[src/rtl/trap_params.svh]
`ifndef TRAP_PARAMS_SVH
`define TRAP_PARAMS_SVH

// Data and address width
`define TRAP_XLEN           32

// Exception cause encoding of the classifier
`define TRAP_CAUSE_W        2
`define TRAP_EXC_NONE       2'd0
`define TRAP_EXC_I_MISALIGN 2'd1
`define TRAP_EXC_ILLEGAL    2'd2
`define TRAP_EXC_ECALL      2'd3

// Pipeline drain cycles between trap acceptance and redirect
`define TRAP_FLUSH_CYCLES   3

// Reset and default values
`define TRAP_NO_EXC_EPC     32'h0001_0000
`define TRAP_MTVEC_RESET    32'h0000_0100

// Machine-mode trap CSR addresses
`define TRAP_CSR_MTVEC      12'h305
`define TRAP_CSR_MEPC       12'h341
`define TRAP_CSR_MCAUSE     12'h342
`define TRAP_CSR_MTVAL      12'h343

`endif
[src/rtl/trap_pkg.sv]
`include "trap_params.svh"

package trap_pkg;

    // Cause code as produced by the exception classifier
    typedef enum logic [`TRAP_CAUSE_W-1:0] {
        EXC_NONE       = `TRAP_EXC_NONE,
        EXC_I_MISALIGN = `TRAP_EXC_I_MISALIGN,
        EXC_ILLEGAL    = `TRAP_EXC_ILLEGAL,
        EXC_ECALL      = `TRAP_EXC_ECALL
    } exc_cause_t;

    // Everything the ID stage hands to the trap unit
    typedef struct packed {
        // Program counter of the instruction in ID
        logic [`TRAP_XLEN-1:0] pc;
        // Raw instruction word
        logic [`TRAP_XLEN-1:0] ir;
        // Carried over from IF
        logic                  i_addr_misaligned;
        // From the decoder
        logic                  illegal_ir;
        logic                  is_ecall;
        // Taken jump resolved in EX
        logic                  jump;
    } id_stage_t;

    // Classification result captured into the trap CSRs
    typedef struct packed {
        exc_cause_t            cause;
        logic [`TRAP_XLEN-1:0] epc;
        logic [`TRAP_XLEN-1:0] tval;
    } trap_record_t;

    // Software CSR access
    typedef struct packed {
        // Write strobe, read is always active
        logic                  we;
        logic [11:0]           addr;
        logic [`TRAP_XLEN-1:0] wdata;
    } csr_req_t;

endpackage

[src/rtl/trap_unit_top.sv]
`timescale 1ns/1ps
`include "trap_params.svh"

module trap_unit_top (
    input  logic                  clk,
    input  logic                  rst_n,

    // ID stage
    input  logic                  id_valid,
    input  trap_pkg::id_stage_t   id,
    input  logic                  mret,

    // Software CSR port
    input  trap_pkg::csr_req_t    csr_req,
    output logic [`TRAP_XLEN-1:0] csr_rdata,

    // Pipeline control
    output logic                  stall,
    output logic                  redirect_valid,
    output logic [`TRAP_XLEN-1:0] redirect_pc,
    output logic                  trap_taken
);

    // Classifier outputs
    logic                   exc_raised;
    trap_pkg::trap_record_t exc_record;

    // Sequencer to CSR file and timer
    logic                   capture;
    logic                   flush_load;
    logic                   flush_done;

    // CSR file to sequencer
    logic [`TRAP_XLEN-1:0]  mtvec;
    logic [`TRAP_XLEN-1:0]  mepc;

    exception_ctrl exception_ctrl_i (
        .id         (id),
        .exc_raised (exc_raised),
        .exc_record (exc_record)
    );

    trap_sequencer trap_sequencer_i (
        .clk            (clk),
        .rst_n          (rst_n),
        .id_valid       (id_valid),
        .exc_raised     (exc_raised),
        .mret           (mret),
        .flush_done     (flush_done),
        .flush_load     (flush_load),
        .mtvec          (mtvec),
        .mepc           (mepc),
        .capture        (capture),
        .trap_taken     (trap_taken),
        .stall          (stall),
        .redirect_valid (redirect_valid),
        .redirect_pc    (redirect_pc)
    );

    flush_timer flush_timer_i (
        .clk        (clk),
        .rst_n      (rst_n),
        .flush_load (flush_load),
        .flush_done (flush_done)
    );

    trap_csr_file trap_csr_file_i (
        .clk        (clk),
        .rst_n      (rst_n),
        .capture    (capture),
        .exc_record (exc_record),
        .csr_req    (csr_req),
        .csr_rdata  (csr_rdata),
        .mtvec      (mtvec),
        .mepc       (mepc)
    );

endmodule

[src/rtl/trap_csr_file.sv]
`timescale 1ns/1ps
`include "trap_params.svh"

module trap_csr_file (
    input  logic                   clk,
    input  logic                   rst_n,

    // Trap capture from the sequencer
    input  logic                   capture,
    input  trap_pkg::trap_record_t exc_record,

    // Software access
    input  trap_pkg::csr_req_t     csr_req,
    output logic [`TRAP_XLEN-1:0]  csr_rdata,

    // Redirect targets
    output logic [`TRAP_XLEN-1:0]  mtvec,
    output logic [`TRAP_XLEN-1:0]  mepc
);

    logic [`TRAP_XLEN-1:0] mcause;
    logic [`TRAP_XLEN-1:0] mtval;

    // Write address decode
    logic wr_mtvec;
    logic wr_mepc;
    logic wr_mcause;
    logic wr_mtval;

    assign wr_mtvec  = csr_req.we && (csr_req.addr == `TRAP_CSR_MTVEC);
    assign wr_mepc   = csr_req.we && (csr_req.addr == `TRAP_CSR_MEPC);
    assign wr_mcause = csr_req.we && (csr_req.addr == `TRAP_CSR_MCAUSE);
    assign wr_mtval  = csr_req.we && (csr_req.addr == `TRAP_CSR_MTVAL);

    // Vector base only, traps never touch it
    always_ff @(posedge clk or negedge rst_n)
    begin
        if (!rst_n)
        begin
            mtvec <= `TRAP_MTVEC_RESET;
        end
        else if (wr_mtvec)
        begin
            // Direct mode so the mode bits read as zero
            mtvec <= {csr_req.wdata[`TRAP_XLEN-1:2], 2'b00};
        end
    end

    // Trap state, hardware capture beats a software write
    always_ff @(posedge clk or negedge rst_n)
    begin
        if (!rst_n)
        begin
            mepc   <= '0;
            mcause <= '0;
            mtval  <= '0;
        end
        else if (capture)
        begin
            mepc   <= exc_record.epc;
            // Cause code sits in the low bits
            mcause <= {{(`TRAP_XLEN - `TRAP_CAUSE_W){1'b0}}, exc_record.cause};
            mtval  <= exc_record.tval;
        end
        else
        begin
            if (wr_mepc)
            begin
                mepc <= csr_req.wdata;
            end
            if (wr_mcause)
            begin
                mcause <= csr_req.wdata;
            end
            if (wr_mtval)
            begin
                mtval <= csr_req.wdata;
            end
        end
    end

    // Read port
    always_comb
    begin
        case (csr_req.addr)
            `TRAP_CSR_MTVEC:  csr_rdata = mtvec;
            `TRAP_CSR_MEPC:   csr_rdata = mepc;
            `TRAP_CSR_MCAUSE: csr_rdata = mcause;
            `TRAP_CSR_MTVAL:  csr_rdata = mtval;
            // Unmapped addresses read as zero
            default:          csr_rdata = '0;
        endcase
    end

endmodule

[src/rtl/trap_sequencer.sv]
`timescale 1ns/1ps
`include "trap_params.svh"

module trap_sequencer (
    input  logic                  clk,
    input  logic                  rst_n,

    // Pipeline requests
    input  logic                  id_valid,
    input  logic                  exc_raised,
    input  logic                  mret,

    // Drain timer
    input  logic                  flush_done,
    output logic                  flush_load,

    // Redirect targets from the CSR file
    input  logic [`TRAP_XLEN-1:0] mtvec,
    input  logic [`TRAP_XLEN-1:0] mepc,

    // Record capture into the CSR file
    output logic                  capture,

    // Pipeline control
    output logic                  trap_taken,
    output logic                  stall,
    output logic                  redirect_valid,
    output logic [`TRAP_XLEN-1:0] redirect_pc
);

    typedef enum logic [1:0] {
        IDLE,
        DRAIN,
        REDIRECT_TRAP,
        REDIRECT_RET
    } seq_state_t;

    seq_state_t state;
    seq_state_t state_nxt;

    // Requests are only seen when idle
    logic exc_accept;
    logic ret_accept;

    assign exc_accept = (state == IDLE) && id_valid && exc_raised;
    // An exception in the same cycle takes priority over MRET
    assign ret_accept = (state == IDLE) && mret && !exc_accept;

    // Capture and timer load happen at the accepting edge
    assign capture    = exc_accept;
    assign flush_load = exc_accept;

    always_comb
    begin
        state_nxt = state;
        case (state)
            IDLE:
            begin
                if (exc_accept)
                begin
                    state_nxt = DRAIN;
                end
                else if (ret_accept)
                begin
                    state_nxt = REDIRECT_RET;
                end
            end
            DRAIN:
            begin
                // Wait for the pipeline to empty
                if (flush_done)
                begin
                    state_nxt = REDIRECT_TRAP;
                end
            end
            // Both redirects last one cycle
            REDIRECT_TRAP: state_nxt = IDLE;
            REDIRECT_RET:  state_nxt = IDLE;
            default:       state_nxt = IDLE;
        endcase
    end

    always_ff @(posedge clk or negedge rst_n)
    begin
        if (!rst_n)
        begin
            state      <= IDLE;
            trap_taken <= 1'b0;
        end
        else
        begin
            state      <= state_nxt;
            // Pulse in the cycle after acceptance
            trap_taken <= capture;
        end
    end

    // Pipeline is held whenever a trap or return is in flight
    assign stall          = (state != IDLE);
    assign redirect_valid = (state == REDIRECT_TRAP) || (state == REDIRECT_RET);
    // Return goes to mepc, everything else to the vector
    assign redirect_pc    = (state == REDIRECT_RET) ? mepc : mtvec;

endmodule

[src/rtl/flush_timer.sv]
`timescale 1ns/1ps
`include "trap_params.svh"

module flush_timer (
    input  logic clk,
    input  logic rst_n,

    // Start of a pipeline drain
    input  logic flush_load,

    // Drain finishes at the next edge
    output logic flush_done
);

    // Wide enough to hold the full drain length
    localparam int CNT_W = $clog2(`TRAP_FLUSH_CYCLES + 1);

    logic [CNT_W-1:0] count;

    always_ff @(posedge clk or negedge rst_n)
    begin
        if (!rst_n)
        begin
            count <= '0;
        end
        else if (flush_load)
        begin
            // Restart the drain
            count <= CNT_W'(`TRAP_FLUSH_CYCLES);
        end
        else if (count != '0)
        begin
            count <= count - 1'b1;
        end
    end

    // High while one drain cycle remains
    // The sequencer moves on at that edge so the redirect
    // lands TRAP_FLUSH_CYCLES edges after the load
    assign flush_done = (count == CNT_W'(1));

endmodule

[src/rtl/exception_ctrl.sv]
`timescale 1ns/1ps
`include "trap_params.svh"

module exception_ctrl (
    // ID-stage bundle
    input  trap_pkg::id_stage_t    id,

    // Classification result
    output logic                   exc_raised,
    output trap_pkg::trap_record_t exc_record
);

    // Selected cause after suppression and priority
    trap_pkg::exc_cause_t cause;

    always_comb
    begin
        cause = trap_pkg::EXC_NONE;
        // The instruction in ID is squashed by a taken jump
        // So nothing it flags may trap
        if (!id.jump)
        begin
            // Misalignment goes first
            // An illegal flag seen together with it comes from the misaligned fetch
            if (id.i_addr_misaligned)
            begin
                cause = trap_pkg::EXC_I_MISALIGN;
            end
            else if (id.illegal_ir)
            begin
                cause = trap_pkg::EXC_ILLEGAL;
            end
            else if (id.is_ecall)
            begin
                cause = trap_pkg::EXC_ECALL;
            end
        end
    end

    assign exc_raised = (cause != trap_pkg::EXC_NONE);

    always_comb
    begin
        exc_record.cause = cause;

        // EPC points at the faulting instruction
        if (cause == trap_pkg::EXC_NONE)
        begin
            exc_record.epc = `TRAP_NO_EXC_EPC;
        end
        else
        begin
            exc_record.epc = id.pc;
        end

        // Trap value depends on the cause
        case (cause)
            // Faulting instruction word
            trap_pkg::EXC_ILLEGAL:    exc_record.tval = id.ir;
            // Faulting fetch address
            trap_pkg::EXC_I_MISALIGN: exc_record.tval = id.pc;
            // ECALL and no exception report zero
            default:                  exc_record.tval = '0;
        endcase
    end

endmodule

[config.mk]
export PLATFORM = sky130hd
export DESIGN_NAME = trap_unit_top
export DESIGN_NICKNAME = d
export VERILOG_FILES = /design/src/rtl/trap_pkg.sv /design/src/rtl/trap_unit_top.sv /design/src/rtl/trap_csr_file.sv /design/src/rtl/trap_sequencer.sv /design/src/rtl/flush_timer.sv /design/src/rtl/exception_ctrl.sv
export VERILOG_INCLUDE_DIRS = /design/src /design/src/rtl
export SDC_FILE = /design/constraint.sdc
export NUM_CORES = 1
export LEC_CHECK = 0
export BUFFER_PORTS_ARGS = -buffer_cell sky130_fd_sc_hd__buf_2
export CAP_MARGIN = 15
export CELL_PAD_IN_SITES_DETAIL_PLACEMENT = 2
export CELL_PAD_IN_SITES_GLOBAL_PLACEMENT = 2
export CORE_ASPECT_RATIO = 0.8
export CORE_UTILIZATION = 33
export CTS_CLUSTER_DIAMETER = 60
export DETAILED_ROUTE_END_ITERATION = 12
export PLACE_DENSITY_LB_ADDON = 0.12
export SYNTH_ARGS = -nofsm -noshare
export SYNTH_HDL_FRONTEND = slang
export SYNTH_SLANG_ARGS = --single-unit
[constraint.sdc]
create_clock -name clk -period 2.2 [get_ports clk]
set_input_delay 0.22 -clock clk [delete_from_list [all_inputs] [get_ports clk]]
set_output_delay 0.22 -clock clk [all_outputs]
set_load 0.005 [all_outputs]
# After elaboration in Yosys (flattened, before gate mapping)
# Cells that the tools add are included.
# totals
mem_bits_ro	0
latchBits	0
ram_bits	0
register_bits	131
memories	0
out_inout_bits	67
wordCells	61
# classes
reduce_logical	21
div_mod_pow	0
eq_ne	12
order_cmp	0
multipliers	0
n_shift	0
n_mux	20
bitwise	0
n_addsub	1
# op_table
operator	n
$mux W32	8
$pmux W32 S4	1
$pmux W32 S2	1
$eq A12 B10 Y1 const B	4
$mux W2	9
$reduce_bool A2 Y1	7
$logic_and A1 B1 Y1	8
$eq A2 B1 Y1 const B	3
$eq A2 B2 Y1 const B	3
$pmux W2 S3	1
$logic_not A2 Y1	2
$ne A3 B1 Y1 const B	1
$ne A2 B2 Y1 const B	1
$reduce_and A2 Y1	1
$reduce_or A2 Y1	1
$sub A2 B1 Y2 const B	1
$logic_not A1 Y1	1
$logic_or A1 B1 Y1	1

# Longest topological paths before layout
# Gate-level depths: netlist (run 1).
# depth
word_depth	11
mapped_depth	12
mapped_depth_nobuf	9

# Hierarchy
# A second synthesis (run 1) with hierarchy kept.
# unflattened
hier_cells	831
area_unflattened_um2	8084.0
# by_module_without_submodules
mod	area_per_inst_um2	cells_each	instances
trap_csr_file	6527.5	653	1
exception_ctrl	797.0	118	1
trap_sequencer	641.9	49	1
flush_timer	117.6	11	1

# Worst setup path before layout (run 1)
# Ideal clock, no wire load.
# synth_path
path_type	input to register
from	input port id[2] (netlist name)
to	register trap_csr_file_i.mtval[0]
t_arrival_ns	2.078
stages	10
setup_time_ns	0.125
slack_ns	-0.003
cell_sequence	nand2b_1 -> a21oi_1 -> inv_1 -> ha_1 -> or4b_4 -> buf_6 -> inv_2 -> a31o_4 -> buf_4 -> mux2_2
# synth_between
elab_chain_len	6
# synth_lines
item	line_no	rtl
start, declared	trap_unit_top.sv:10	input trap_pkg::id_stage_t id,
$mux W2 (*)	exception_ctrl.sv:29	else if (id.illegal_ir)
$mux W2 (*)	exception_ctrl.sv:25	if (id.i_addr_misaligned)
$mux W2 (*)	exception_ctrl.sv:21	if (!id.jump)
$eq A2 B1 Y1, or another cell as far along	exception_ctrl.sv:57	case (cause)
$pmux W32 S2 or $logic_and A1 B1 Y1 (tied branches)	exception_ctrl.sv:57, trap_sequencer.sv:45	
$mux W32 or $reduce_bool A2 Y1 (tied branches)	-	
end signal, assigned	trap_csr_file.sv:63	mtval <= exc_record.tval;
end signal, assigned	trap_csr_file.sv:77	mtval <= csr_req.wdata;
end, declared	trap_csr_file.sv:22	logic [`TRAP_XLEN-1:0] mtval;
# Every way passes the cells marked *; elsewhere a longest branch is shown, timed or not.
# A chain may end at the register's enable or synchronous reset.

# Worst setup path in the final report (run 1)
# layout_path
from	input port id[3] (netlist name)
to	register trap_csr_file_i.mtval[26]
# layout_between
elab_chain_len	5
# layout_lines
item	line_no
$mux W2 (*)	exception_ctrl.sv:25
$mux W2 (*)	exception_ctrl.sv:21
$eq A2 B1 Y1, or another cell as far along	exception_ctrl.sv:57
$pmux W32 S2 or $logic_and A1 B1 Y1 (tied branches)	exception_ctrl.sv:57, trap_sequencer.sv:45
$mux W32 or $reduce_bool A2 Y1 (tied branches)	-
# Marks and branches as above.

==> results of run 1 <==
==> timing repair <==
action | 4_1_cts | 5_1_grt
buffers inserted | 0 | 0
endpoints found under the setup margin | 21 | 1
hold buffers | 1 | 0
resized for setup | 1 | 2
endpoints found under the hold margin | 43 | 0
cloned | 0 | 0
==> cells in the mapped netlist (2+ instances only) <==
cell      instances
a21oi_1           3
a222oi_1          2
a22oi_1          92
and3_1            3
buf_2            15
buf_4             9
buf_6             4
clkbuf_1         30
dfrtp_1         130
ha_1              5
inv_1             6
mux2_1            3
mux2_2          122
mux2i_1          33
nand2_1          91
nand2_2          10
nand4_1           2
nor2_1           38
nor2b_1           2
nor3_1            2
nor4b_2           2
o21ai_0           7
o21ai_1          25
o22ai_1          30
==> worst paths after layout <==
kind,startpoint,depth (start not counted),to
worst max-delay path,id[3],10,trap_csr_file_i.mtval[26]$_DFFE_PN0P_
worst min-delay path,csr_req[7],2,trap_csr_file_i.mtvec[7]$_DFFE_PN0P_
worst max register to register,trap_sequencer_i.state[1]$_DFFE_PN0P_,6,trap_csr_file_i.mtval[26]$_DFFE_PN0P_
worst min register to register,trap_csr_file_i.mtval[7]$_DFFE_PN0P_,1,trap_csr_file_i.mtval[7]$_DFFE_PN0P_
max in group asynchronous,rst_n,3,trap_csr_file_i.mtval[16]$_DFFE_PN0P_
min in group asynchronous,rst_n,2,trap_csr_file_i.mcause[1]$_DFFE_PN0P_
==> cell type report <==
type	instances	area (sq um)
fillers	2281	12200
multi-input cells	485	3690
flip-flops and latches	131	3280
repair buffers	231	1410
clock buffers	17	425
well taps	275	344
clock inverters	15	159
inverters	7	26.3
==> state kept, by name, summed over array words and instances (netlist names) <==
signal,flops
trap_csr_file_i.mtval,32
trap_sequencer_i.trap_taken,1
trap_csr_file_i.mcause,32
trap_csr_file_i.mepc,32
trap_csr_file_i.mtvec,30
trap_sequencer_i.state,2
flush_timer_i.count,2
==> through the flow <==
stage               total power (W)  TNS [ns]  utilization [%]  hold WS, ns
detailed placement          0.00595    -15.31             40.6        0.198
finish                      0.00877         0             43.4       0.0703
global placement            0.00576     -9.26             40.6        0.183
global route                0.00921         0             43.4       0.0572
floorplan                   0.00490         0                -      -0.0756
CTS                         0.00884         0             43.4       0.0543
==> metal layers <==
metal / share of wire, % / vias to the layer above / global-route usage [%] / routed length (um)
met5: 0 / - / 0 / 0
met4: 1.2 / 0 / 6.68 / 341
met3: 3.7 / 27 / 4.28 / 1050
met2: 49 / 161 / 43.6 / 13900
met1: 46 / 3370 / 34.0 / 12900
li1: - / 2888 / - / -
==> power by group through the flow <==
stage,sequential (W),clock (W),combinational (W)
after floorplan,0.00339,0,0.00151
after global placement,0.00349,0,0.00227
after detailed placement,0.00355,0,0.00240
after CTS,0.00352,0.00289,0.00243
after global routing,0.00360,0.00298,0.00263
final,0.00353,0.00282,0.00242
==> critical path, cell delays in order <==
cell and delay [ns]:
buf_2 0.11, nor3_1 0.29, inv_1 0.12, ha_1 0.23, or4b_4 0.54, buf_12 0.16, buf_4 0.18, nand2_1 0.13
o21ai_1 0.08, mux2_1 0.30
==> kinds of logic after synthesis <==
kind of cell | Yosys count | share of synthesized area [%]
xor+xnor | 1 | 0.121
flops | 131 | 45.4
mux | 158 | 24.0
fa+ha+maj | 5 | 0.865
simple gates | 158 | 9.66
compound gates | 163 | 15.5
buf+inv | 65 | 4.52
==> impl_metrics.csv, run 1 <==
group,metric,value,unit
clock_network,cts_made_buffers,17,
clock_network,cts.path.max_buffers,2,
routing,drc_errors,0,
synth,ys_async_sr_fraction,100,%
timing,rsz0062_at_grt,"false",
power,ir_worst_vdd,0.000379,V
synth,ys_seq_area_share,45.4,%
power,combPwrFrac,27.6,%
synth,synth_area,7230,sq um
power,seqPwrFrac,40.2,%
synth,synthFlopType,"dfrtp_1",
routing,wl_per_cell,24.2,um
routing,dr.first_iter.drc_count,297,
routing,ant_nets,0,
grt,grt_max_degree,49,
clock_network,clkLatencyLatePin,0.42,ns
layout,final_cell_area,9340,sq um
die,core_area,21500,sq um
worst_hold_path,hold_path.class,"in2reg",
clock_network,clk_pin_slew,0.06,ns
timing,slew_viol_final,0,
layout,drive_above_1_share,46.6,%
layout,nets,995,
routing,vias,6446,
timing,clock.fmax,0.483,GHz
routing,via_per_inst,5.55,
synth,netlist.area_leader.share,45.0,%
synth,yosysWarnings,0,
timing,fin_crit_sh,94.1,%
power,powerDensity,939,nW/um^2
critical_path,critPathCaptureType,"flip-flop",
synth,syn_nets,803,
placed_design,placed_area,8730,sq um
die,initial_utilization,33.6,%
timing,min_period,2.07,ns
timing,worst_slack,0.129,ns
placed_design,routabilityCongestion,0.789,
critical_path,critPathArrivalTime,2.37,ns
layout,layout_common_cells,"buf_2 (182), dfrtp_1 (130), mux2_2 (122), a22oi_1 (92), nand2_1 (89)",
die,placementRows,48,
routing,drt_wl_total,28.2,mm
synth,yosysUniqueCellTypes,39,
timing,setup_viol,0,
outcome,outcome,"completed",
placed_design,pre_cts_ws,-0.270,ns
layout,diodes,0,
timing,relSlewSlack,36.6,%
layout,final_cells,1161,
critical_path,critical_path_required,2.50,ns
timing,max_slew.worst_pin.slew,0.952,ns
critical_path,crit_fanout,10,
clock_network,cts_max_level,4,
synth,synth_edf_count,0,
power,swShare,31.6,%
synth,synth_area_per_cell,10.6,sq um
grt,grt_use_total,25.7,%
layout,final_common_cell,"buf_2",
clock_network,clock-root-buffer,"clkbuf_16",
power,internal_power,0.00600,W
die,die_width,167,um
synth,netlist_instances,681,
power,power_switching,0.00277,W
die,fp.dieH,134,um
synth,synth-seq-cells,131,
power,clkPwrFrac,32.2,%
grt,overflow,0,
timing,skew,0.00594,ns
critical_path,r2r_setup_slack,0.24,ns
placed_design,port_buffers,183,
synth,yosysTopAreaCell,"dfrtp_1",
synth,synth_area_leaders,"dfrtp_1 (45%), mux2_2 (19%), a22oi_1 (9.6%)",
placed_design,dp_hpwl,19.9,mm
routing,drt_pass1_iterations,4,
clock_network,cts_tree,"built",
critical_path,start_kind,"primary input",
clock_network,numClockSinks,131,
die,die-area,22500,sq um
grt,antenna_found_initial,0,
die,io_pins,184,
run,cap_violations,0,
critical_path,crit_type,"in2reg",
grt,grt_first_pass_wirelength,43.4,mm
layout,area_growth,29.1,%
power,leakage,4.69,nW
placed_design,dp.cells,1128,
timing,hold_violations,0,
grt,grt_pass1_vias,7306,
Power figures use the tool's default switching activity.
==> run 2, diff against run 1 <==
Settings changed: PLACE_DENSITY set to 0.87, PLACE_DENSITY_LB_ADDON 0.12 to unset, SLEW_MARGIN set to 15.
==> run 2 against run 1 <==
Against the previous run: hold slack got worse by 0.0099 ns; die area unchanged; global-route usage rose by 2.4 points; clock power is 7.4% higher; routed wire length grew 7.5%; utilization down 0.13 points; total power grew 3.6%; critical path type is now reg2out.
==> impl_metrics.csv, run 2 (synthesized netlist as in run 1, its figures left out) <==
group,metric,value,unit
routing,drt_wl_total,30.3,mm
timing,skew,0.00936,ns
layout,top_regs,"trap_csr_file_i.mcause (32), trap_csr_file_i.mepc (32), trap_csr_file_i.mtval (32)",
timing,fin_crit_sh,98.2,%
layout,drive_above_1_share,46.0,%
layout,final_common_cell,"buf_2",
critical_path,start_kind,"flip-flop",
die,core_area,21500,sq um
clock_network,clkLatencyLatePin,0.44,ns
critical_path,reg2reg_from,"trap_sequencer_i.state[1]$_DFFE_PN0P_",
timing,clock.fmax,0.463,GHz
worst_hold_path,hold_path.class,"in2reg",
critical_path,critPathCaptureType,"primary output",
power,ir_worst_vdd,0.000412,V
clock_network,clk_pin_slew,0.06,ns
routing,vias,6624,
critical_path,crit_type,"reg2out",
grt,overflow,0,
routing,wl_per_cell,26.2,um
layout,fillers,2273,
routing,drt_pass1_iterations,8,
critical_path,critical_path_required,1.98,ns
outcome,outcome,"completed",
placed_design,port_buffers,183,
timing,hold_violations,0,
placed_design,routabilityCongestion,0.805,
run,cap_violations,0,
grt,grt_first_pass_wirelength,46.8,mm
timing,relSlewSlack,40.4,%
clock_network,cts.path.max_buffers,2,
die,die_width,167,um
layout,area_growth,28.8,%
clock_network,cts_max_level,4,
power,leakage,4.70,nW
layout,nets,991,
layout,diodes,0,
routing,drc_errors,0,
clock_network,cts_tree,"built",
power,powerDensity,976,nW/um^2
clock_network,postCtsSetupBuffers,0,
layout,layout_common_cells,"buf_2 (182), dfrtp_1 (130), mux2_2 (122), a22oi_1 (92), nand2_1 (90)",
timing,setup_viol,0,
grt,grt_use_total,28.1,%
timing,worst_slack,0.0385,ns
die,placementRows,48,
die,initial_utilization,33.6,%
grt,grt_pass1_vias,7570,
placed_design,pre_cts_ws,-0.293,ns
die,die-area,22500,sq um
clock_network,numClockSinks,131,
critical_path,crit_fanout,18,
timing,max_slew.worst_pin.slew,0.895,ns
timing,rsz0062_at_grt,"false",
grt,antenna_found_initial,0,
timing,min_period,2.16,ns
placed_design,placed_area,8680,sq um
clock_network,clock-root-buffer,"clkbuf_16",
routing,dr.first_iter.drc_count,452,
layout,final_cell_area,9310,sq um
timing,slew_viol_final,0,
grt,grt_max_degree,53,
placed_design,dp_hpwl,20.6,mm
worst_hold_path,hp-start,"csr_req[7]",
die,fp.dieH,134,um
critical_path,crit_start,"trap_sequencer_i.state[0]$_DFFE_PN0P_",
clock_network,cts_made_buffers,17,
critical_path,critPathArrivalTime,1.94,ns
routing,via_per_inst,5.73,
die,io_pins,184,
routing,ant_nets,0,
[run 2: changes by cell type in the layout (fill, tap and decap cells not counted), sizes merged]
cell	previous run	this run
clkbuf	17	23
buf	230	226
inv	9	7
clkinv	8	5
clkinvlp	3	1
bufinv	2	3
[run 2: through the flow]
| stage | instances | TNS, ns | total power (W) | util, % | hold slack [ns] |
|---|---|---|---|---|---|
| 3_3_place_gp | 1124 | -5.86 | 0.00576 | 40.4 | 0.214 |
| 3_5_place_dp | 1124 | -14.99 | 0.00601 | 40.4 | 0.220 |
| 4_1_cts | 1157 | 0 | 0.00911 | 43.3 | 0.0529 |
| 2_1_floorplan | 681 | 0 | 0.00490 | - | -0.0756 |
| 6_report | 1157 | 0 | 0.00909 | 43.3 | 0.0604 |
| 5_1_grt | 1157 | 0 | 0.00946 | 43.3 | 0.0606 |
[run 2: final timing paths]
check / to / slack [ns] / cells after the start
setup / recovery: redirect_pc[12] / 0.04 / 5
hold / removal: trap_csr_file_i.mtvec[7]$_DFFE_PN0P_ / 0.06 / 2
setup reg to reg: trap_csr_file_i.mtval[9]$_DFFE_PN0P_ / 0.20 / 5
hold reg to reg: trap_csr_file_i.mtval[27]$_DFFE_PN0P_ / 0.51 / 1
max in group asynchronous: trap_sequencer_i.state[1]$_DFFE_PN0P_ / 1.05 / 3
min in group asynchronous: trap_csr_file_i.mtval[8]$_DFFE_PN0P_ / 0.33 / 2
[run 2: area by class of cell]
type / count / area, sq um / area share (%)
Tap cell: 275 / 344 / 3.70
Clock buffer: 23 / 488 / 5.24
Clock inverter: 9 / 126 / 1.36
Timing Repair Buffer: 227 / 1370 / 14.7
Inverter: 7 / 26.3 / 0.282
Sequential cell: 131 / 3280 / 35.2
Multi-Input combinational cell: 485 / 3680 / 39.5
[run 2: timing repair]
action	CTS	global route
resized for setup	1	0
setup endpoints to repair	24	0
hold buffers	1	0
endpoints found under the hold margin	48	0
[run 2: where the power goes]
part | switching (W) | total, W | internal (W)
sequential | 0.000521 | 0.00359 | 0.00307
clock | 0.00113 | 0.00303 | 0.00190
combinational | 0.00122 | 0.00247 | 0.00125
[run 2: worst max-delay path, stage by stage (launching register included)]
cell	delay, ns
dfrtp_1	0.42
buf_4	0.19
nand2_4	0.16
buf_12	0.19
mux2_2	0.39
buf_2	0.14
[run 2: per-layer routing]
metal | track usage [%] | vias up | wire length (um)
li1 | - | 2870 | -
met1 | 33.4 | 3454 | 12400
met2 | 49.9 | 229 | 15600
met3 | 4.84 | 71 | 1240
met4 | 12.3 | 0 | 959
met5 | 0 | - | 0
